File: src/common/core_settings.svh
`ifndef CORE_SETTINGS_SVH
`define CORE_SETTINGS_SVH

// datapath width and fixed addresses
`define CORE_XLEN          32
`define CORE_RESET_PC      32'h0000_0000
`define CORE_TRAP_VECTOR   32'h0000_0100

// major opcodes, instr[6:0]
`define CORE_OP_OP         7'b0110011
`define CORE_OP_OPIMM      7'b0010011
`define CORE_OP_LUI        7'b0110111
`define CORE_OP_LOAD       7'b0000011
`define CORE_OP_STORE      7'b0100011
`define CORE_OP_BRANCH     7'b1100011
`define CORE_OP_JAL        7'b1101111

// funct3 and funct7 values of the supported subset
`define CORE_F3_ADDSUB     3'b000
`define CORE_F3_SLT        3'b010
`define CORE_F3_XOR        3'b100
`define CORE_F3_OR         3'b110
`define CORE_F3_AND        3'b111
`define CORE_F3_WORD       3'b010
`define CORE_F3_BEQ        3'b000
`define CORE_F3_BNE        3'b001
`define CORE_F7_BASE       7'b0000000
`define CORE_F7_ALT        7'b0100000

// alu operation codes
`define CORE_ALU_ADD       3'd0
`define CORE_ALU_SUB       3'd1
`define CORE_ALU_AND       3'd2
`define CORE_ALU_OR        3'd3
`define CORE_ALU_XOR       3'd4
`define CORE_ALU_SLT       3'd5
`define CORE_ALU_PASSB     3'd6

// branch condition codes
`define CORE_BR_NONE       2'd0
`define CORE_BR_EQ         2'd1
`define CORE_BR_NE         2'd2

`endif
File: src/common/core_pkg.sv
`default_nettype none

`include "core_settings.svh"

package core_pkg;

   // one data or address word
   typedef logic [`CORE_XLEN-1:0] word_t;

   // register number, x0 to x31
   typedef logic [4:0] regAddr_t;

   // alu operation, see CORE_ALU_* codes
   typedef logic [2:0] aluOp_t;

   // branch condition, see CORE_BR_* codes
   typedef logic [1:0] branchType_t;

   // control fields produced by the decoder
   typedef struct packed {
      logic        valid;
      logic        regWrite;
      logic        memWrite;
      logic        memToReg;
      // second alu operand is the immediate
      logic        aluSrc;
      aluOp_t      aluOp;
      branchType_t branchType;
      logic        jump;
      // write back pc+4 instead of the alu result
      logic        linkPc;
   } ctrl_t;

   // record handed from decode to execute
   typedef struct packed {
      ctrl_t    ctrl;
      word_t    pc;
      regAddr_t rs1;
      regAddr_t rs2;
      regAddr_t rd;
      word_t    imm;
   } decoded_t;

endpackage

`default_nettype wire

File: src/logic/cpu_core.sv
`timescale 1ns/100ps
`default_nettype none

module cpu_core (
   input  logic            clk,
   input  logic            rst,
   // instruction memory, read combinationally outside
   output core_pkg::word_t pc,
   input  core_pkg::word_t instr,
   // data memory
   output logic            memWrite,
   output core_pkg::word_t dataAddr,
   output core_pkg::word_t writeData,
   input  core_pkg::word_t readData
);

   core_pkg::decoded_t decoded;
   logic               illegal;
   logic               redirect;
   core_pkg::word_t    redirectPc;
   logic               flush;
   core_pkg::regAddr_t rs1;
   core_pkg::regAddr_t rs2;
   core_pkg::word_t    rdData1;
   core_pkg::word_t    rdData2;
   logic               wrEn;
   core_pkg::regAddr_t wrAddr;
   core_pkg::word_t    wrData;

   // kill the instruction in decode on a redirect or a trap
   assign flush = redirect || illegal;

   fetch_unit uFetch (
      .clk        (clk),
      .rst        (rst),
      .redirect   (redirect),
      .redirectPc (redirectPc),
      .illegal    (illegal),
      .pc         (pc)
   );

   instr_decoder uDecoder (
      .instr   (instr),
      .pc      (pc),
      .decoded (decoded),
      .illegal (illegal)
   );

   exec_unit uExec (
      .clk        (clk),
      .rst        (rst),
      .flush      (flush),
      .decoded    (decoded),
      .rs1        (rs1),
      .rs2        (rs2),
      .rdData1    (rdData1),
      .rdData2    (rdData2),
      .wrEn       (wrEn),
      .wrAddr     (wrAddr),
      .wrData     (wrData),
      .redirect   (redirect),
      .redirectPc (redirectPc),
      .dataAddr   (dataAddr),
      .writeData  (writeData),
      .memWrite   (memWrite),
      .readData   (readData)
   );

   reg_file uRegFile (
      .clk     (clk),
      .rst     (rst),
      .rs1     (rs1),
      .rs2     (rs2),
      .rdData1 (rdData1),
      .rdData2 (rdData2),
      .wrEn    (wrEn),
      .wrAddr  (wrAddr),
      .wrData  (wrData)
   );

endmodule

`default_nettype wire

File: src/logic/reg_file.sv
`timescale 1ns/100ps
`default_nettype none

module reg_file (
   input  logic               clk,
   input  logic               rst,
   input  core_pkg::regAddr_t rs1,
   input  core_pkg::regAddr_t rs2,
   output core_pkg::word_t    rdData1,
   output core_pkg::word_t    rdData2,
   input  logic               wrEn,
   input  core_pkg::regAddr_t wrAddr,
   input  core_pkg::word_t    wrData
);

   // x0 has no storage
   core_pkg::word_t regs [1:31];

   // combinational reads, x0 reads as zero
   assign rdData1 = (rs1 == 5'd0) ? '0 : regs[rs1];
   assign rdData2 = (rs2 == 5'd0) ? '0 : regs[rs2];

   always_ff @(posedge clk) begin
      if (rst) begin
         for (int i = 1; i < 32; i++) begin
            regs[i] <= '0;
         end
      end else if (wrEn && (wrAddr != 5'd0)) begin
         regs[wrAddr] <= wrData;
      end
   end

endmodule

`default_nettype wire

File: src/execute/exec_unit.sv
`timescale 1ns/100ps
`default_nettype none

`include "core_settings.svh"

module exec_unit (
   input  logic                clk,
   input  logic                rst,
   input  logic                flush,
   input  core_pkg::decoded_t  decoded,
   // register file read side
   output core_pkg::regAddr_t  rs1,
   output core_pkg::regAddr_t  rs2,
   input  core_pkg::word_t     rdData1,
   input  core_pkg::word_t     rdData2,
   // register file write side
   output logic                wrEn,
   output core_pkg::regAddr_t  wrAddr,
   output core_pkg::word_t     wrData,
   // control transfer back to fetch
   output logic                redirect,
   output core_pkg::word_t     redirectPc,
   // data memory port
   output core_pkg::word_t     dataAddr,
   output core_pkg::word_t     writeData,
   output logic                memWrite,
   input  core_pkg::word_t     readData
);

   core_pkg::decoded_t exRec;
   core_pkg::ctrl_t    exCtrl;
   core_pkg::word_t    opB;
   core_pkg::word_t    aluResult;
   core_pkg::word_t    pcPlus4;
   logic               lessThan;
   logic               regsEqual;
   logic               branchTaken;

   // decode to execute register, a flush loads a bubble
   always_ff @(posedge clk) begin
      if (rst || flush) begin
         exRec <= '0;
      end else begin
         exRec <= decoded;
      end
   end

   assign exCtrl = exRec.ctrl;

   assign rs1 = exRec.rs1;
   assign rs2 = exRec.rs2;

   // alu
   assign opB = exCtrl.aluSrc ? exRec.imm : rdData2;
   assign lessThan = $signed(rdData1) < $signed(opB);

   always_comb begin
      case (exCtrl.aluOp)
         `CORE_ALU_ADD:   aluResult = rdData1 + opB;
         `CORE_ALU_SUB:   aluResult = rdData1 - opB;
         `CORE_ALU_AND:   aluResult = rdData1 & opB;
         `CORE_ALU_OR:    aluResult = rdData1 | opB;
         `CORE_ALU_XOR:   aluResult = rdData1 ^ opB;
         `CORE_ALU_SLT:   aluResult = {{(`CORE_XLEN-1){1'b0}}, lessThan};
         `CORE_ALU_PASSB: aluResult = opB;
         default:         aluResult = '0;
      endcase
   end

   // branch and jump resolution
   assign regsEqual = (rdData1 == rdData2);

   always_comb begin
      case (exCtrl.branchType)
         `CORE_BR_EQ: branchTaken = regsEqual;
         `CORE_BR_NE: branchTaken = !regsEqual;
         default:     branchTaken = 1'b0;
      endcase
   end

   // both branches and JAL are pc-relative
   assign redirect = exCtrl.valid && (branchTaken || exCtrl.jump);
   assign redirectPc = exRec.pc + exRec.imm;

   // memory access, address comes from the alu adder
   assign dataAddr = aluResult;
   assign writeData = rdData2;
   assign memWrite = exCtrl.valid && exCtrl.memWrite;

   // write back, lands on the edge that loads the next instruction
   assign pcPlus4 = exRec.pc + `CORE_XLEN'd4;
   assign wrEn = exCtrl.valid && exCtrl.regWrite;
   assign wrAddr = exRec.rd;

   always_comb begin
      if (exCtrl.memToReg) begin
         wrData = readData;
      end else if (exCtrl.linkPc) begin
         wrData = pcPlus4;
      end else begin
         wrData = aluResult;
      end
   end

endmodule

`default_nettype wire

File: src/frontend/instr_decoder.sv
`timescale 1ns/100ps
`default_nettype none

`include "core_settings.svh"

module instr_decoder (
   input  core_pkg::word_t    instr,
   input  core_pkg::word_t    pc,
   output core_pkg::decoded_t decoded,
   output logic               illegal
);

   logic [6:0]      opcode;
   logic [2:0]      funct3;
   logic [6:0]      funct7;
   core_pkg::word_t immI;
   core_pkg::word_t immS;
   core_pkg::word_t immB;
   core_pkg::word_t immU;
   core_pkg::word_t immJ;
   core_pkg::word_t imm;
   core_pkg::ctrl_t ctrl;
   logic            known;

   assign opcode = instr[6:0];
   assign funct3 = instr[14:12];
   assign funct7 = instr[31:25];

   // sign-extended immediates for each format
   assign immI = {{20{instr[31]}}, instr[31:20]};
   assign immS = {{20{instr[31]}}, instr[31:25], instr[11:7]};
   assign immB = {{19{instr[31]}}, instr[31], instr[7], instr[30:25], instr[11:8], 1'b0};
   assign immU = {instr[31:12], 12'b0};
   assign immJ = {{11{instr[31]}}, instr[31], instr[19:12], instr[20], instr[30:21], 1'b0};

   always_comb begin
      known = 1'b1;
      ctrl = '0;
      imm = '0;
      case (opcode)
         `CORE_OP_OP: begin
            ctrl.regWrite = 1'b1;
            case ({funct7, funct3})
               {`CORE_F7_BASE, `CORE_F3_ADDSUB}: ctrl.aluOp = `CORE_ALU_ADD;
               {`CORE_F7_ALT, `CORE_F3_ADDSUB}:  ctrl.aluOp = `CORE_ALU_SUB;
               {`CORE_F7_BASE, `CORE_F3_AND}:    ctrl.aluOp = `CORE_ALU_AND;
               {`CORE_F7_BASE, `CORE_F3_OR}:     ctrl.aluOp = `CORE_ALU_OR;
               {`CORE_F7_BASE, `CORE_F3_XOR}:    ctrl.aluOp = `CORE_ALU_XOR;
               {`CORE_F7_BASE, `CORE_F3_SLT}:    ctrl.aluOp = `CORE_ALU_SLT;
               default:                          known = 1'b0;
            endcase
         end
         `CORE_OP_OPIMM: begin
            ctrl.regWrite = 1'b1;
            ctrl.aluSrc = 1'b1;
            imm = immI;
            case (funct3)
               `CORE_F3_ADDSUB: ctrl.aluOp = `CORE_ALU_ADD;
               `CORE_F3_AND:    ctrl.aluOp = `CORE_ALU_AND;
               `CORE_F3_OR:     ctrl.aluOp = `CORE_ALU_OR;
               `CORE_F3_XOR:    ctrl.aluOp = `CORE_ALU_XOR;
               default:         known = 1'b0;
            endcase
         end
         `CORE_OP_LUI: begin
            ctrl.regWrite = 1'b1;
            ctrl.aluSrc = 1'b1;
            ctrl.aluOp = `CORE_ALU_PASSB;
            imm = immU;
         end
         `CORE_OP_LOAD: begin
            ctrl.regWrite = 1'b1;
            ctrl.memToReg = 1'b1;
            ctrl.aluSrc = 1'b1;
            ctrl.aluOp = `CORE_ALU_ADD;
            imm = immI;
            known = (funct3 == `CORE_F3_WORD);
         end
         `CORE_OP_STORE: begin
            ctrl.memWrite = 1'b1;
            ctrl.aluSrc = 1'b1;
            ctrl.aluOp = `CORE_ALU_ADD;
            imm = immS;
            known = (funct3 == `CORE_F3_WORD);
         end
         `CORE_OP_BRANCH: begin
            imm = immB;
            case (funct3)
               `CORE_F3_BEQ: ctrl.branchType = `CORE_BR_EQ;
               `CORE_F3_BNE: ctrl.branchType = `CORE_BR_NE;
               default:      known = 1'b0;
            endcase
         end
         `CORE_OP_JAL: begin
            ctrl.regWrite = 1'b1;
            ctrl.jump = 1'b1;
            ctrl.linkPc = 1'b1;
            imm = immJ;
         end
         default: known = 1'b0;
      endcase
      // unmatched encodings carry no enables at all
      if (!known) begin
         ctrl = '0;
      end
      ctrl.valid = known;
   end

   assign decoded.ctrl = ctrl;
   assign decoded.pc = pc;
   assign decoded.rs1 = instr[19:15];
   assign decoded.rs2 = instr[24:20];
   assign decoded.rd = instr[11:7];
   assign decoded.imm = imm;
   assign illegal = !known;

endmodule

`default_nettype wire

File: src/frontend/fetch_unit.sv
`timescale 1ns/100ps
`default_nettype none

`include "core_settings.svh"

module fetch_unit (
   input  logic            clk,
   input  logic            rst,
   // taken branch or jump resolved in execute
   input  logic            redirect,
   input  core_pkg::word_t redirectPc,
   // illegal encoding seen by the decoder this cycle
   input  logic            illegal,
   output core_pkg::word_t pc
);

   core_pkg::word_t pcReg;
   core_pkg::word_t pcPlus4;
   core_pkg::word_t nextPc;

   assign pcPlus4 = pcReg + `CORE_XLEN'd4;

   // execute redirect wins over a trap from the younger instruction in decode
   always_comb begin
      if (redirect) begin
         nextPc = redirectPc;
      end else if (illegal) begin
         nextPc = `CORE_TRAP_VECTOR;
      end else begin
         nextPc = pcPlus4;
      end
   end

   // pc moves every cycle, no stall source exists
   always_ff @(posedge clk) begin
      if (rst) begin
         pcReg <= `CORE_RESET_PC;
      end else begin
         pcReg <= nextPc;
      end
   end

   assign pc = pcReg;

endmodule

`default_nettype wire

File: config.mk
export PLATFORM = sky130hd
export DESIGN_NAME = cpu_core
export DESIGN_NICKNAME = d
export VERILOG_FILES = /design/src/common/core_pkg.sv /design/src/logic/cpu_core.sv /design/src/logic/reg_file.sv /design/src/execute/exec_unit.sv /design/src/frontend/instr_decoder.sv /design/src/frontend/fetch_unit.sv
export VERILOG_INCLUDE_DIRS = /design/src /design/src/common
export SDC_FILE = /design/constraint.sdc
export NUM_CORES = 2
export LEC_CHECK = 0
export BUFFER_PORTS_ARGS = -buffer_cell sky130_fd_sc_hd__buf_2
export CAP_MARGIN = 10
export CORE_MARGIN = 1.5
export CORE_UTILIZATION = 45
export CTS_CLUSTER_DIAMETER = 150
export DETAILED_ROUTE_END_ITERATION = 10
export REMOVE_ABC_BUFFERS = 1
export SLEW_MARGIN = 20
export SYNTH_ARGS = -nofsm -noshare
export SYNTH_HDL_FRONTEND = slang
export SYNTH_SLANG_ARGS = --single-unit
File: constraint.sdc
create_clock -name clk -period 6.1 [get_ports clk]
set_input_delay 1.22 -clock clk [delete_from_list [all_inputs] [get_ports clk]]
set_output_delay 1.22 -clock clk [all_outputs]
set_load 0.005 [all_outputs]
After elaboration in Yosys (flattened, before gate mapping)
Memories as Yosys holds them, arrays and structs flattened. A register that Yosys moved wholly into a read port is not among the register bits.
Index checks and enable logic that the tools add are counted.

storage, ports and cells
  flip-flop bits (word level) = 123
  memory bits (writable) = 992
  input bits = 66
  output and inout port bits = 97
  word-level logic and storage cells = 112
  memories = 1

memories
  name           depth  bits a word  read ports  clocked after memory_dff  write ports  RTL line        text
  uRegFile.regs  31     32           2           2                         31           reg_file.sv:17  core_pkg::word_t regs [1:31];

cells by class
  add/sub/neg operators = 5
  order comparisons = 1
  equal/unequal tests = 26
  multiplexer cells = 33
  bitwise operators = 5
  reduce and logical (&&, ||, !) cells = 26

operators with widths
  operator                                               number
  two-way mux 32 bit                                     8
  one-hot mux 32 bit (7 select lines)                    1
  one-hot mux 32 bit (5 select lines)                    1
  adder 32 x 3 -> 32 bit (second input constant)         2
  adder 32 bit                                           2
  AND 32 bit                                             1
  equality test 32 bit                                   1
  less-than comparator 32 bit                            1
  bitwise OR 32 bit                                      1
  OR reduction 32 bit                                    1
  subtractor 32 bit                                      1
  XOR 32 bit                                             1
  equality test 10 x 3 -> 1 bit (second input constant)  3
  equality test 7 x 6 -> 1 bit (second input constant)   3
  equality test 3 bit (second input constant)            6
  one-hot mux 3 bit (3 select lines)                     2
  two-way mux 5 bit                                      3
  one-hot mux 3 bit (5 select lines)                     1
  equality test 7 bit (second input constant)            2
  two-way mux 1 bit                                      13
  equality test 10 x 2 -> 1 bit (second input constant)  1
  equality test 10 x 9 -> 1 bit (second input constant)  1
  zero test 10 bit                                       1
  zero test 5 bit                                        2
  other kinds (21)                                       37

Logic depth before layout (Yosys ltp)
  depth in word-level cells = 10
  gate-level depth with buffers = 29
  depth with buffers taken out = 21

Modules after synthesis
A second synthesis with hierarchy kept.

unflattened totals
  cells, all modules = 5493
  area total of the unflattened synthesis = 69081.3 um^2

modules (own cells, without submodules)
  module         instances  cells each  area an instance (um^2)
  reg_file       1          3500        54225.8
  exec_unit      1          1608        11976.5
  fetch_unit     1          222         1744.2
  instr_decoder  1          162         1128.6
  cpu_core       1          1           6.3

Least setup slack after synthesis
Ideal clock, no wire load.

  path kind = register to output
  from = register uExec.exRec (netlist bit uExec.rs2[1])
  to = output port dataAddr[27]
  data arrival time = 5.209 ns
  required time = 4.880 ns
  path slack = -0.329 ns
  cell stages (with the launch flop) = 24
  buffers on the path = 5
  cells stage by stage = dfxtp_1 > buf_2 > buf_2 > buf_2 > clkbuf_1 > mux4_2 > a22o_1 > a211o_1 > nand3_1 > nor2_1 > a21oi_1 > inv_1 > ha_1 > buf_2 > a21o_1 > a21o_1 > a32oi_1 > a22oi_1 > a221oi_1 > o21ai_0 > o41ai_1 > nor3_1 > a21o_1 > or3_1

between the ends
  word-level cells in the longest chain between the ends = 5
  elaborated cells on any way between the ends = 9

ends and longest elaborated chain
  what                                       RTL line         text
  start: declaration                         exec_unit.sv:30  core_pkg::decoded_t exRec;
  start signal: assignment                   exec_unit.sv:44  exRec <= decoded;
  zero test 5 bit *                          reg_file.sv:21   assign rdData2 = (rs2 == 5'd0) ? '0 : regs[rs2];
  two-way mux 32 bit *                       reg_file.sv:21
  two-way mux 32 bit *                       exec_unit.sv:54  assign opB = exCtrl.aluSrc ? exRec.imm : rdData2;
  subtractor 32 bit (tied with other cells)  exec_unit.sv:60  `CORE_ALU_SUB: aluResult = rdData1 - opB;
  one-hot mux 32 bit (7 select lines) *      exec_unit.sv:58  case (exCtrl.aluOp)
  end: declaration                           cpu_core.sv:12   output core_pkg::word_t dataAddr,

Every way passes the cells marked *; elsewhere a longest branch is shown, timed or not.

Final worst setup path
  from = register uExec.exRec (netlist bit uExec.rs2[0])
  to = output port dataAddr[31]

Same word-level chain as after synthesis.

==> summary.txt <==
Detailed routing
  – Final wirelength: 270 mm
  – Routed len/inst: 33.2 um
  – Routed Antenna Nets: 0
  – Initial DRC count: slightly below 7000
  – DRC: 0
  – DR vias: 52900
  – Vias/cell: 6.50
  – First-pass iteration count of the detailed router: 6

Floorplanning
  – Die width: 383 um
  – Die Height: 383 um
  – Total die area: roughly 150000 sq um
  – FP Rows: ~140
  – Core Area: roughly 140000 sq um
  – I/O Pins: 163
  – Initial Util: a little under half

Worst setup path
  – Reg-to-Reg Start: uExec.rs2[0]$_SDFF_PP0_
  – RR Endpoint: uRegFile.regs[4][0]$_SDFFCE_PN0P_
  – Worst endpoint required time: slightly below 5 ns
  – Critical path arrival: roughly 5.8 ns
  – Kind of critical path: reg2out
  – Crit Path Max Fanout: 8
  – Worst Setup Start Kind: register
  – Top Family by Delay on Critical Path: compound AO/OA/AOI/OAI gates
  – WP buf/inv: 8
  – Critical Path Slowest Stage Cell: mux4_2
  – CP max stage delay: around 0.53 ns
  – R2r worst-path depth: 39
  – Setup slack, reg-to-reg: -0.81 ns
  – Crit. End Element: output port
  – Most used cell, CP: buf_12

Finish
  – Layout cells sized above 1: 34.5%
  – Fillers: around 12000
  – Post-layout util: between 50% and 60%
  – Commonest non-fill, non-tap cells in the layout: nor2_1 (1122), edfxtp_1 (1024), buf_4 (747)
  – Post-route cell area: just over 80000 sq um
  – Area Growth Syn to Fin: 24.6%
  – Commonest non-fill, non-tap cell in the layout: nor2_1
  – Layout Nets: about 6300

Timing
  – Final setup TNS: -57.90 ns
  – Period utilization: 114%
  – Final worst slack: -0.865 ns
  – Min Tclk post-route: 6.97 ns
  – Fmax: 0.144 GHz
  – Relative slew slack: 19.6%
  – Setup violators final: 122
  – Worst hold margin: 0.510 ns
  – RSZ-0062 raised after global routing: true
  – Fin. max-slew vios: 0
  – Final hold violations: 0
  – Pin slew with the least headroom to its limit: 1.21 ns
  – Clock Skew: between 0.1 and 0.15 ns

Pwr
  – Sw Share: 23.9%
  – Clock power share: between 40% and 50%
  – LEAKAGE: 29.3 nW
  – VDD IR max: 272 uV
  – P_sw: 0.00422 W
  – Int Pwr: 0.0134 W
  – Total Power: roughly 0.018 W
  – Pwr dens: around 220 nW/um^2
  – Combinational fraction of design power: 8.0%
  – Share of power burned in registers: about half

Clocking
  – Worst-path clk slew: 0.06 ns
  – Clock buffer depth: 3
  – CTS Buf Count: between 100 and 150
  – CTS Root Cell: clkbuf_16
  – CTS sink cnt: 1146
  – Clk_lat worst skew: about 0.8 ns
  – H-tree depth: 3
  – CTS tree: yes
  – Hold-fix buffers, CTS: 0

Synth
  – Post-Syn Area: 65000 sq um
  – Seq cells post-synth: between 1000 and 1500
  – Ys flop type: edfxtp_1
  – Synthesized area per cell: 12.0 sq um
  – Register area share after synthesis: 51.1%
  – Post-Syn Instances: 5403
  – Post-synth ARST share: 0%
  – Ys Warns: 0
  – Synth unique cells: 86
  – Post-synth EDFFs: 1024

Placement
  – HPWL reported at the end of detailed placement: between 150 and 200 mm
  – Post-Place Cell Area: 73500 sq um
  – RePlAce Congestion: 0.966
  – IO buf count: 162

Global routing
  – First-pass GRT wire length: approximately 370 mm
  – Total track usage: 36.0%
  – Initial antenna violation count: 10
  – Gr ovfl total: 0
  – Number of global-route vias before repair: 51100
  – Largest net degree at the start of global routing: 48

Hold path
  – Hold wc startpoint: uFetch.pc[1]$_SDFFE_PP0P_
  – Worst hold path class: reg2reg
  – Worst hold stages: 1
  – Hold Path Sink: uExec.exRec[48]$_SDFF_PP0_

Run status
  – Failing checks: negative setup slack
  – Outcome: finished with violations

Run
  – Max-cap viol count: 0
==> worst max-delay path by stage <==
stage	cells past startpoint	slack [ns]	endpoint	start
floorplan	19	-12.70	uRegFile.regs[10][15]$_SDFFCE_PN0P_	uExec.rs2[0]$_SDFF_PP0_
global placement	20	-0.78	dataAddr[0]	uExec.rs2[0]$_SDFF_PP0_
detailed placement	20	-0.82	dataAddr[0]	uExec.rs2[0]$_SDFF_PP0_
CTS	26	-0.87	dataAddr[30]	uExec.rs2[0]$_SDFF_PP0_
global route	26	-1.00	dataAddr[30]	uExec.rs2[0]$_SDFF_PP0_
finish	25	-0.87	dataAddr[31]	uExec.rs2[0]$_SDFF_PP0_
==> through the flow <==
stage | instances | setup WS (ns)
2_1_floorplan | 4918 | -12.70
3_3_place_gp | 7755 | -0.785
3_5_place_dp | 7755 | -0.817
4_1_cts | 8084 | -0.867
5_1_grt | 8130 | -1.00
6_report | 8134 | -0.865
==> worst register-to-register path, delay by kind of cell, from the launching register on <==
family / cells / cell delay, ns
flip-flops: 1 / 0.42
multiplexers: 1 / 0.48
AO/OA/AOI/OAI: 12 / 2.41
adder cells (fa/ha/maj): 1 / 0.22
AND/OR/NAND/NOR: 5 / 0.48
buffers and inverters: 20 / 2.61
==> flip-flops by register name, indices dropped and copies added, names as in the netlist <==
register	cells
uExec.exRec	64
uExec.rs1	5
uExec.exCtrl	11
uRegFile.regs	1024
uFetch.pc	32
uExec.rs2	5
uExec.wrAddr	5
==> cells by family (layout without fill, tap and decap cells) <==
kind of cell / Yosys count / count (layout) / share of synthesized area, %
xor gates and xnor gates: 135 / 135 / 1.82
and+or+nand+nor: 1757 / 1757 / 11.5
other: 1 / 37 / 0.00577
muxes: 694 / 694 / 19.0
AOI/OAI and AO/OA: 834 / 834 / 9.20
adders and majority gates: 137 / 137 / 2.67
DFF: 1146 / 1146 / 51.1
buffers and inverters: 699 / 1491 / 4.80
==> timing repair <==
action,CTS,global route
setup endpoints to repair,628,336
buffers inserted,116,56
pin swaps,147,89
resized for setup,337,143
gates cloned,9,1
==> per-layer routing <==
metal | share of wire, % | routed length (um) | global-route usage, %
met3 | 12 | 33100 | 8.93
met5 | 0.026 | 69 | 0
met2 | 46 | 123000 | 56.8
met1 | 36 | 98200 | 46.7
met4 | 5.7 | 15300 | 17.0
==> power by group through the flow <==
stage               clock network (W)  registers [W]  logic (W)
floorplan                           0        0.00903   0.000632
global placement                    0        0.00904    0.00123
detailed placement                  0        0.00906    0.00123
CTS                           0.00737        0.00889    0.00133
global route                  0.00765        0.00892    0.00145
finish                        0.00734        0.00890    0.00141
==> Yosys cell counts (37+ instances only) <==
library cell	number	area [sq um]
nor2_1	1142	4290
nor3_1	42	210
xnor2_1	81	709
a21o_1	37	278
nand2b_1	45	282
o221ai_1	74	648
nand2_1	231	867
a211o_1	56	490
a21oi_1	181	906
mux2_2	45	507
mux2i_1	224	2240
dfxtp_1	122	2440
nand3_1	96	480
clkbuf_1	330	1240
a22o_1	87	762
o21ai_0	95	475
ha_1	134	1680
buf_2	72	360
inv_1	177	664
a22oi_1	76	571
buf_4	66	495
edfxtp_1	1024	30700
and3_1	79	494
xor2_1	54	473
mux4_2	425	9570
==> cell type report <==
type | count | area (sq um) | share of cell area (%)
antenna | 5 | 12.5 | 0.0155
clock buffer | 146 | 3150 | 3.89
clock inverter | 75 | 724 | 0.895
inverter | 183 | 692 | 0.854
multi-input combinational | 3589 | 31100 | 38.4
sequential | 1146 | 33200 | 41.0
tap | 1903 | 2380 | 2.94
timing repair buffer | 1087 | 9670 | 11.9
No activity file was read; power rests on OpenSTA's default activity.
